==> src/rtl/nes_bus_pkg.sv <==
//**************************************
// memory bus, UART register map and the
// clock-enable phases of the NES board glue
//**************************************
`default_nettype none

package nes_bus_pkg;

  typedef logic [21:0] mem_addr_t;  // 4 MB space
  typedef logic [7:0]  mem_data_t;
  typedef logic [7:0]  uart_reg_addr_t;

  // one register write from the UART receiver
  typedef struct packed {
    uart_reg_addr_t addr;
    mem_data_t      data;
    logic           write;  // single-cycle strobe
  } uart_wr_t;

  localparam uart_reg_addr_t REG_LOADER_CONF = 8'h35;
  localparam uart_reg_addr_t REG_ROM_DATA    = 8'h37;
  localparam uart_reg_addr_t REG_BTN_P1      = 8'h40;
  localparam uart_reg_addr_t REG_BTN_P2      = 8'h41;

  // access request from the NES core
  typedef struct packed {
    mem_addr_t addr;
    mem_data_t dout;
    logic      read_cpu;
    logic      read_ppu;
    logic      write;
  } nes_mem_req_t;

  // write port of the game loader
  typedef struct packed {
    mem_addr_t addr;
    mem_data_t data;
    logic      write;
    logic      refresh;
  } loader_wr_t;

  // command to the SDRAM controller
  typedef struct packed {
    mem_addr_t addr;
    mem_data_t din;
    logic      read_a;   // cpu port
    logic      read_b;   // ppu port
    logic      write;
    logic      refresh;
  } mem_cmd_t;

  typedef enum logic [2:0] {PH0, PH1, PH2, PH3, PH4} ce_phase_t;

  localparam ce_phase_t CE_RUN_MEM = PH0;
  localparam ce_phase_t CE_RUN_NES = PH4;

endpackage

`default_nettype wire

==> src/rtl/nes_pad_pkg.sv <==
//**************************************
// controller types for the board glue
// NES pad byte, DualShock report and USB pad
// import where pad state is mapped or shifted
//**************************************
`default_nettype none

package nes_pad_pkg;

  // one NES pad, msb to lsb: right left down up start select b a
  typedef logic [7:0] nes_buttons_t;

  // DualShock button bytes as received, active low
  typedef struct packed {
    logic [7:0] ds_byte0;  // dpad, start, select
    logic [7:0] ds_byte1;  // face buttons
  } ds_report_t;

  // decoded USB gamepad, active high
  typedef struct packed {
    nes_buttons_t btn;  // already in NES order
    logic         x;    // autofire source for A
    logic         y;    // autofire source for B
  } usb_pad_t;

  // ds_byte0 positions
  localparam int unsigned DS_SELECT = 0;
  localparam int unsigned DS_START  = 3;
  localparam int unsigned DS_UP     = 4;
  localparam int unsigned DS_RIGHT  = 5;
  localparam int unsigned DS_DOWN   = 6;
  localparam int unsigned DS_LEFT   = 7;

  // ds_byte1 positions
  localparam int unsigned DS_TRIANGLE = 4;
  localparam int unsigned DS_CIRCLE   = 5;  // plain A
  localparam int unsigned DS_CROSS    = 6;  // plain B
  localparam int unsigned DS_SQUARE   = 7;

endpackage

`default_nettype wire
==> src/rtl/nes_board_ctrl.sv <==
//**************************************
// board glue around the NES core: UART regs,
// pad mapping and read-out, memory arbitration
// set AUTOFIRE_HALF for the clock in use
//**************************************
`default_nettype none
`timescale 1ns/10ps

module nes_board_ctrl #(
  parameter logic [31:0] AUTOFIRE_HALF = 32'd1_000_000
) (
  input  wire                              clk,
  input  wire                              sys_resetn,
  input  wire nes_bus_pkg::uart_wr_t       uart_wr,
  input  wire nes_pad_pkg::ds_report_t     ds_p1,
  input  wire nes_pad_pkg::ds_report_t     ds_p2,
  input  wire nes_pad_pkg::usb_pad_t       usb_p1,
  input  wire nes_pad_pkg::usb_pad_t       usb_p2,
  input  wire                              usb_conerr,
  input  wire                              loader_done,
  input  wire nes_bus_pkg::loader_wr_t     loader_wr,
  input  wire nes_bus_pkg::nes_mem_req_t   nes_req,
  input  wire                              joypad_strobe,
  input  wire [1:0]                        joypad_clock,
  output logic [1:0]                       joypad_data,
  output logic                             loader_reset,
  output nes_bus_pkg::mem_data_t           rom_byte,
  output logic                             rom_byte_valid,
  output logic                             run_nes,
  output logic                             nes_reset,
  output nes_bus_pkg::mem_cmd_t            mem_cmd,
  output logic [1:0]                       led
);
  import nes_pad_pkg::*;

  nes_buttons_t host_btn_p1;
  nes_buttons_t host_btn_p2;
  nes_buttons_t mapped_p1;
  nes_buttons_t mapped_p2;
  nes_buttons_t load_p1;
  nes_buttons_t load_p2;
  logic         joy_data_p1;
  logic         joy_data_p2;

  uart_reg_decoder i_uart_reg_decoder (
    .clk            (clk),
    .sys_resetn     (sys_resetn),
    .uart_wr        (uart_wr),
    .loader_reset   (loader_reset),
    .host_btn_p1    (host_btn_p1),
    .host_btn_p2    (host_btn_p2),
    .rom_byte       (rom_byte),
    .rom_byte_valid (rom_byte_valid)
  );

  pad_mapper #(.AUTOFIRE_HALF(AUTOFIRE_HALF)) i_pad_mapper_p1 (
    .clk        (clk),
    .sys_resetn (sys_resetn),
    .ds         (ds_p1),
    .usb        (usb_p1),
    .buttons    (mapped_p1)
  );

  pad_mapper #(.AUTOFIRE_HALF(AUTOFIRE_HALF)) i_pad_mapper_p2 (
    .clk        (clk),
    .sys_resetn (sys_resetn),
    .ds         (ds_p2),
    .usb        (usb_p2),
    .buttons    (mapped_p2)
  );

  mem_access_sequencer i_mem_access_sequencer (
    .clk         (clk),
    .sys_resetn  (sys_resetn),
    .loader_done (loader_done),
    .nes_req     (nes_req),
    .loader_wr   (loader_wr),
    .run_nes     (run_nes),
    .nes_reset   (nes_reset),
    .mem_cmd     (mem_cmd)
  );

  // host buttons from the UART act as an extra pad
  assign load_p1 = host_btn_p1 | mapped_p1;
  assign load_p2 = host_btn_p2 | mapped_p2;

  joypad_shifter i_joypad_shifter_p1 (
    .clk        (clk),
    .sys_resetn (sys_resetn),
    .strobe     (joypad_strobe),
    .joy_clk    (joypad_clock[0]),
    .load_value (load_p1),
    .joy_data   (joy_data_p1)
  );

  joypad_shifter i_joypad_shifter_p2 (
    .clk        (clk),
    .sys_resetn (sys_resetn),
    .strobe     (joypad_strobe),
    .joy_clk    (joypad_clock[1]),
    .load_value (load_p2),
    .joy_data   (joy_data_p2)
  );

  assign joypad_data = {joy_data_p2, joy_data_p1};

  assign led = ~{usb_conerr, loader_done};  // LEDs light on low

endmodule

`default_nettype wire

==> src/rtl/joypad_shifter.sv <==
//**************************************
// NES controller shift register, one player
// loads on strobe, shifts on joy_clk fall
//**************************************
`default_nettype none
`timescale 1ns/10ps

module joypad_shifter (
  input  wire                              clk,
  input  wire                              sys_resetn,
  input  wire                              strobe,
  input  wire                              joy_clk,
  input  wire nes_pad_pkg::nes_buttons_t   load_value,
  output logic                             joy_data
);
  import nes_pad_pkg::*;

  nes_buttons_t shift_q;
  logic         joy_clk_q;
  logic         joy_clk_fall;

  assign joy_clk_fall = joy_clk_q && !joy_clk;

  always_ff @(posedge clk) begin
    if (!sys_resetn) begin
      shift_q   <= '0;
      joy_clk_q <= 1'b0;
    end else begin
      joy_clk_q <= joy_clk;
      if (strobe)
        shift_q <= load_value;
      if (joy_clk_fall)
        shift_q <= {1'b0, shift_q[7:1]};  // shift wins over load, A goes out first
    end
  end

  assign joy_data = shift_q[0];

  a_joy_data_known: assert property (@(posedge clk) disable iff (!sys_resetn)
    !$isunknown(joy_data))
    else $error("joy_data unknown");

endmodule

`default_nettype wire

==> src/rtl/mem_access_sequencer.sv <==
//**************************************
// five-phase clock enable for memory and
// NES core, and the merged SDRAM command
//**************************************
`default_nettype none
`timescale 1ns/10ps

module mem_access_sequencer (
  input  wire                              clk,
  input  wire                              sys_resetn,
  input  wire                              loader_done,
  input  wire nes_bus_pkg::nes_mem_req_t   nes_req,
  input  wire nes_bus_pkg::loader_wr_t     loader_wr,
  output logic                             run_nes,
  output logic                             nes_reset,
  output nes_bus_pkg::mem_cmd_t            mem_cmd
);
  import nes_bus_pkg::*;

  ce_phase_t phase;
  ce_phase_t phase_next;
  logic      run_mem;
  logic      nes_access;
  logic      nes_cmd;  // NES access passed on this cycle

  //  phase   | 0 | 1 | 2 | 3 | 4 | 0 |
  //  memory  |cmd|   busy        |   |
  //  NES                     |run|
  always_comb begin
    case (phase)
      PH0:     phase_next = PH1;
      PH1:     phase_next = PH2;
      PH2:     phase_next = PH3;
      PH3:     phase_next = PH4;
      default: phase_next = PH0;
    endcase
  end

  always_ff @(posedge clk) begin
    if (!sys_resetn)
      phase <= PH0;
    else
      phase <= phase_next;
  end

  assign run_mem   = loader_done && (phase == CE_RUN_MEM);
  assign run_nes   = loader_done && (phase == CE_RUN_NES);
  assign nes_reset = ~loader_done;  // NES waits for the game

  assign nes_access = nes_req.read_cpu | nes_req.read_ppu | nes_req.write;
  assign nes_cmd    = run_mem & nes_access;

  always_comb begin
    mem_cmd = '0;
    if (loader_wr.write) begin
      // loader always wins
      mem_cmd.addr  = loader_wr.addr;
      mem_cmd.din   = loader_wr.data;
      mem_cmd.write = 1'b1;
    end else begin
      mem_cmd.addr    = nes_req.addr;
      mem_cmd.din     = nes_req.dout;
      mem_cmd.read_a  = run_mem & nes_req.read_cpu;
      mem_cmd.read_b  = run_mem & nes_req.read_ppu;
      mem_cmd.write   = run_mem & nes_req.write;
      // idle memory slot or loader asking for it
      mem_cmd.refresh = ~nes_cmd & (run_mem | loader_wr.refresh);
    end
  end

  a_no_write_refresh: assert property (@(posedge clk) disable iff (!sys_resetn)
    !(mem_cmd.write && mem_cmd.refresh))
    else $error("write and refresh issued together");

  // NES reads only land in the memory slot
  a_nes_in_mem_slot: assert property (@(posedge clk) disable iff (!sys_resetn)
    (mem_cmd.read_a || mem_cmd.read_b) |-> run_mem)
    else $error("NES read outside run_mem");

endmodule

`default_nettype wire

==> src/rtl/pad_mapper.sv <==
//**************************************
// maps one player's DualShock and USB pad
// to NES buttons, autofire on B and A
// output is registered, one cycle latency
//**************************************
`default_nettype none
`timescale 1ns/10ps

module pad_mapper #(
  parameter logic [31:0] AUTOFIRE_HALF = 32'd1_000_000  // cycles per autofire half period
) (
  input  wire                            clk,
  input  wire                            sys_resetn,
  input  wire nes_pad_pkg::ds_report_t   ds,
  input  wire nes_pad_pkg::usb_pad_t     usb,
  output nes_pad_pkg::nes_buttons_t      buttons
);
  import nes_pad_pkg::*;

  localparam int AF_B = 0;  // square / usb y
  localparam int AF_A = 1;  // triangle / usb x

  logic [1:0]   af_held;
  logic [1:0]   af_out;
  nes_buttons_t ds_btn;
  nes_buttons_t mapped;

  // dualshock is active low
  assign af_held[AF_B] = ~ds.ds_byte1[DS_SQUARE] | usb.y;
  assign af_held[AF_A] = ~ds.ds_byte1[DS_TRIANGLE] | usb.x;

  for (genvar i = 0; i < 2; i++) begin : g_autofire
    logic [31:0] af_cnt;

    always_ff @(posedge clk) begin
      if (!sys_resetn) begin
        af_cnt    <= '0;
        af_out[i] <= 1'b0;
      end else if (!af_held[i]) begin
        // release clears at once
        af_cnt    <= '0;
        af_out[i] <= 1'b0;
      end else if (af_cnt == AUTOFIRE_HALF - 32'd1) begin
        af_cnt    <= '0;
        af_out[i] <= ~af_out[i];
      end else begin
        af_cnt <= af_cnt + 32'd1;
      end
    end
  end

  // reorder into right left down up start select b a
  assign ds_btn = {
    ~ds.ds_byte0[DS_RIGHT],
    ~ds.ds_byte0[DS_LEFT],
    ~ds.ds_byte0[DS_DOWN],
    ~ds.ds_byte0[DS_UP],
    ~ds.ds_byte0[DS_START],
    ~ds.ds_byte0[DS_SELECT],
    ~ds.ds_byte1[DS_CROSS],
    ~ds.ds_byte1[DS_CIRCLE]
  };

  assign mapped = ds_btn | usb.btn | {6'b0, af_out[AF_B], af_out[AF_A]};

  always_ff @(posedge clk) begin
    if (!sys_resetn)
      buttons <= '0;
    else
      buttons <= mapped;
  end

endmodule

`default_nettype wire

==> src/rtl/uart_reg_decoder.sv <==
//**************************************
// decodes UART register writes into loader
// control, host buttons and ROM bytes
//**************************************
`default_nettype none
`timescale 1ns/10ps

module uart_reg_decoder (
  input  wire                            clk,
  input  wire                            sys_resetn,
  input  wire nes_bus_pkg::uart_wr_t     uart_wr,
  output logic                           loader_reset,
  output nes_pad_pkg::nes_buttons_t      host_btn_p1,
  output nes_pad_pkg::nes_buttons_t      host_btn_p2,
  output nes_bus_pkg::mem_data_t         rom_byte,
  output logic                           rom_byte_valid
);
  import nes_bus_pkg::*;

  logic wr_conf;
  logic wr_rom;
  logic wr_btn_p1;
  logic wr_btn_p2;
  logic conf_loader_rst;  // config bit 0, the only one in use

  assign wr_conf   = uart_wr.write && (uart_wr.addr == REG_LOADER_CONF);
  assign wr_rom    = uart_wr.write && (uart_wr.addr == REG_ROM_DATA);
  assign wr_btn_p1 = uart_wr.write && (uart_wr.addr == REG_BTN_P1);
  assign wr_btn_p2 = uart_wr.write && (uart_wr.addr == REG_BTN_P2);

  always_ff @(posedge clk) begin
    if (!sys_resetn) begin
      conf_loader_rst <= 1'b0;
      loader_reset    <= 1'b1;  // loader held until config is known
      host_btn_p1     <= '0;
      host_btn_p2     <= '0;
      rom_byte_valid  <= 1'b0;
    end else begin
      if (wr_conf)
        conf_loader_rst <= uart_wr.data[0];
      // bypass so the new value shows one cycle after the write
      loader_reset <= wr_conf ? uart_wr.data[0] : conf_loader_rst;
      if (wr_btn_p1)
        host_btn_p1 <= uart_wr.data;
      if (wr_btn_p2)
        host_btn_p2 <= uart_wr.data;
      rom_byte_valid <= wr_rom;
    end
  end

  always_ff @(posedge clk) begin
    if (wr_rom)
      rom_byte <= uart_wr.data;
  end

  // back-to-back valid only for back-to-back ROM writes
  a_rom_valid_single: assert property (@(posedge clk) disable iff (!sys_resetn)
    rom_byte_valid && $past(rom_byte_valid) |-> $past(wr_rom) && $past(wr_rom, 2))
    else $error("rom_byte_valid held without consecutive ROM writes");

endmodule

`default_nettype wire

==> config.mk <==
export PLATFORM = sky130hd
export DESIGN_NAME = nes_board_ctrl
export DESIGN_NICKNAME = d
export VERILOG_FILES = /design/src/rtl/nes_bus_pkg.sv /design/src/rtl/nes_pad_pkg.sv /design/src/rtl/nes_board_ctrl.sv /design/src/rtl/joypad_shifter.sv /design/src/rtl/mem_access_sequencer.sv /design/src/rtl/pad_mapper.sv /design/src/rtl/uart_reg_decoder.sv
export SDC_FILE = /design/constraint.sdc
export NUM_CORES = 1
export LEC_CHECK = 0
export BUFFER_PORTS_ARGS = -buffer_cell sky130_fd_sc_hd__buf_4
export CORE_MARGIN = 1
export CORE_UTILIZATION = 36
export DETAILED_ROUTE_END_ITERATION = 6
export SLEW_MARGIN = 0
export SYNTH_ARGS = -nofsm -noshare
export SYNTH_HDL_FRONTEND = slang
export SYNTH_HIERARCHICAL = 1
export SYNTH_SLANG_ARGS = --single-unit
export TNS_END_PERCENT = 20
==> constraint.sdc <==
create_clock -name clk -period 2.82 [get_ports clk]
set_input_delay 0.423 -clock clk [delete_from_list [all_inputs] [get_ports clk]]
set_output_delay 0.423 -clock clk [all_outputs]
set_load 0.01 [all_outputs]
==> impl_metrics.json <==
{
  "drc": 0,
  "routabilityCongestion": 0.786,
  "root_buffer": "clkbuf_16",
  "numCtsBuffers": 17,
  "worst_skew_pair.late_latency_ns": 0.43,
  "status": "completed",
  "synth-simple-area-share": 0.285,
  "yosysSeqAreaShare": 0.425,
  "worst_hold_path_type": "input pin to register",
  "dpl.hpwl_um": 16900,
  "start_util": 0.371,
  "syn_area_um2": 9430,
  "hold_violations": 0,
  "htree_levels": 4,
  "fp.dieW_um": 164,
  "postCtsSetupBuffers": 0,
  "worstReg2RegStart": "i_pad_mapper_p2/g_autofire[1].af_cnt[0]$_SDFF_PP0_",
  "dr.pass1.iters": 5,
  "critical_path_class": "register to register",
  "coreArea_um2": 25400,
  "holdBufCountCts": 0,
  "drt-total-wl_um": 23100,
  "yosys_warnings": 6,
  "grt_overflow_total": 0,
  "drt_iter0_drc": 399,
  "timing.setup.tns_ns": 0,
  "ys_top_cells_by_area": "dfxtp_1 40%, xnor2_1 3.6%, mux2_2 3.6%",
  "grt.total_usage": 0.171,
  "holdWs_ns": 0.173,
  "leakage_uw": 0.00423,
  "area_delta_synth_final_pct": 22.4,
  "die_height_um": 164,
  "yosysUniqueCellTypes": 54,
  "crit_path_max_fanout": 15,
  "cp.arrival_ns": 2.68,
  "routed_via_density": 5.27,
  "synthAdderAreaFrac": 0.00531,
  "post_cts_resized": 0,
  "netlist_instances": 1033,
  "wl_per_cell_um": 15.0,
  "slew_viol_final": 0,
  "power_density_nw_per_um2": 493,
  "cp-startpoint": "i_pad_mapper_p2/g_autofire[1].af_cnt[0]$_SDFF_PP0_",
  "rows": 58,
  "ant_nets": 0,
  "synth_seq_cells": 196,
  "synth_nets": 1178,
  "vdd_drop_max_uv": 431,
  "grt_pass1_vias": 7303,
  "slew_headroom": 0.559,
  "ioPinCount": 191,
  "rsz0062_at_grt": "no",
  "synth_top_area_cell": "dfxtp_1",
  "worstPathCellList": "ha_1 -> nand4_2 -> or4_4 -> or4_1 -> a21oi_1",
  "min_period_ns": 2.33,
  "hp-start": "ds_p2[11]",
  "cp-start-kind": "register",
  "vias": 8107,
  "worst_pin_slew_ns": 0.662,
  "dp_slack_ns": 0.512,
  "fin_crit_sh": 0.825,
  "syn_area_per_cell_um2": 9.13,
  "fill_cells": 2490,
  "dpl_cell_area_um2": 11000,
  "synth_mux_area_frac": 0.0741,
  "grt_max_degree": 36,
  "design.die.area_um2": 26800,
  "dp_cells": 1505,
  "nets": 1339,
  "clkTransAtPathRegs_ns": 0.07,
  "fin_area_um2": 11500,
  "antenna_found_initial": 1,
  "drive_gt1_frac": 0.232,
  "cts.path.max_buffers": 2,
  "cts_tree": "yes",
  "synth_top_area_frac": 0.399,
  "finalSetupViolations": 0,
  "synth_xor_area_frac": 0.0548,
  "slowest_stage": "or4_4",
  "clock_sinks": 196,
  "max_stage_delay_ns": 0.68,
  "cp.required_ns": 3.18,
  "setup_slack_ns": 0.494,
  "cp-end-kind": "register",
  "fin_skew_ns": 0.0118,
  "instances_no_fill": 1538,
  "synth_compound_area_frac": 0.111,
  "fmaxAchievable_mhz": 430,
  "synth_top_family_by_area": "simple AND/OR/NAND/NOR gates",
  "port_buffers": 178,
  "drv_cap": 0,
  "grt_pass1_wl_um": 36400
}
## report_power, final
group | internal [µW] | leakage (µW) | switching (µW)
clock | 1230 | 0.000265 | 1110
sequential | 2830 | 0.00160 | 32.2
combinational | 273 | 0.00236 | 211
## worst max-delay path: cells and delay by family (launching register included)
| kind | cells | cell delay (ns) |
|---|---|---|
| simple gates | 3 | 1.42 |
| fa+ha+maj | 1 | 0.28 |
| flops | 1 | 0.41 |
| compound gates | 1 | 0.15 |
## per-stage QoR
| stage | util | total power [µW] |
|---|---|---|
| after global routing | 0.454 | 5940 |
| after global placement | 0.432 | 3410 |
| after detailed placement | 0.432 | 3420 |
| after floorplan | - | 3160 |
| after CTS | 0.454 | 5770 |
| final | 0.454 | 5690 |
## placed cells by master (no fill, tap or decap), types with 40 or more instances in the layout
| cell type | synthesis | routed |
|---|---|---|
| dfxtp_1 | 188 | 188 |
| or4_1 | 43 | 43 |
| nand3_1 | 40 | 40 |
| inv_1 | 41 | 41 |
| buf_4 | 6 | 186 |
| nor2_1 | 81 | 81 |
| nand2_1 | 70 | 70 |
| o21ai_0 | 40 | 40 |
| a21oi_1 | 64 | 64 |
| or3_1 | 40 | 40 |
## worst paths after layout
check	to	slack, ns	cells past startpoint
worst max-delay path	i_pad_mapper_p2/g_autofire[1].af_cnt[26]$_SDFF_PP0_	0.49	5
worst min-delay path	i_pad_mapper_p2/buttons[3]$_SDFF_PN0_	0.17	2
worst max register to register	i_pad_mapper_p2/g_autofire[1].af_cnt[26]$_SDFF_PP0_	0.49	5
worst min register to register	i_uart_reg_decoder/host_btn_p2[6]$_SDFFE_PN0P_	0.46	2
## cell type report
cell class | instances | area [µm²] | area share
Antenna cell | 1 | 2.50 | 0.000217
Clock buffer | 19 | 433 | 0.0375
Clock inverter | 13 | 128 | 0.0111
Inverter | 41 | 154 | 0.0133
Multi-Input combinational cell | 752 | 5010 | 0.434
Sequential cell | 196 | 4000 | 0.347
Tap cell | 330 | 413 | 0.0358
Timing Repair Buffer | 186 | 1400 | 0.121
## logic make-up after synthesis
| family | count (synthesis) |
|---|---|
| XOR/XNOR | 59 |
| buffers and inverters | 85 |
| AO/OA/AOI/OAI | 171 |
| AND/OR/NAND/NOR | 453 |
| adder cells (fa/ha/maj) | 4 |
| multiplexers | 65 |
| flip-flops | 196 |
## per-layer routing
layer	routed length [µm]	vias to the layer above	track usage
met5	0	-	0
met4	167	0	0.0404
met3	1520	10	0.0366
met2	11300	216	0.302
met1	10100	3774	0.209
li1	-	4107	-
## state kept, by name, summed over array words and instances, names as in the netlist, 2 cells and up
name,flops
i_joypad_shifter_p1/shift_q,8
i_joypad_shifter_p2/shift_q,8
i_mem_access_sequencer/phase,3
i_pad_mapper_p1/af_out,2
i_pad_mapper_p1/buttons,8
i_pad_mapper_p1/g_autofire.af_cnt,64
i_pad_mapper_p2/af_out,2
i_pad_mapper_p2/buttons,8
i_pad_mapper_p2/g_autofire.af_cnt,64
i_uart_reg_decoder/host_btn_p1,8
i_uart_reg_decoder/host_btn_p2,8
i_uart_reg_decoder/rom_byte,8
## synthesized netlist by cell type (all sizes together)
cell type,count
nor2b,2
nand4b,2
a21oi,64
o31ai,26
nand3,40
and2,5
a31o,2
nor4,24
nor3b,17
or4b,3
nor3,16
or3,40
a211oi,14
dfxtp,188
nor4bb,2
clkbuf,17
nor2,81
nand2,70
o21bai,2
nor4b,5
ha,4
or3b,2
inv,41
xnor2,39
a21boi,20
mux2,32
nand2b,4
a21o,1
o41ai,2
edfxtp,8
buf,27
nand4,47
or4,47
mux2i,33
o21ai,40
xor2,20
or2,19
and3,17
and4,10
Power figures use the tool's default switching activity.
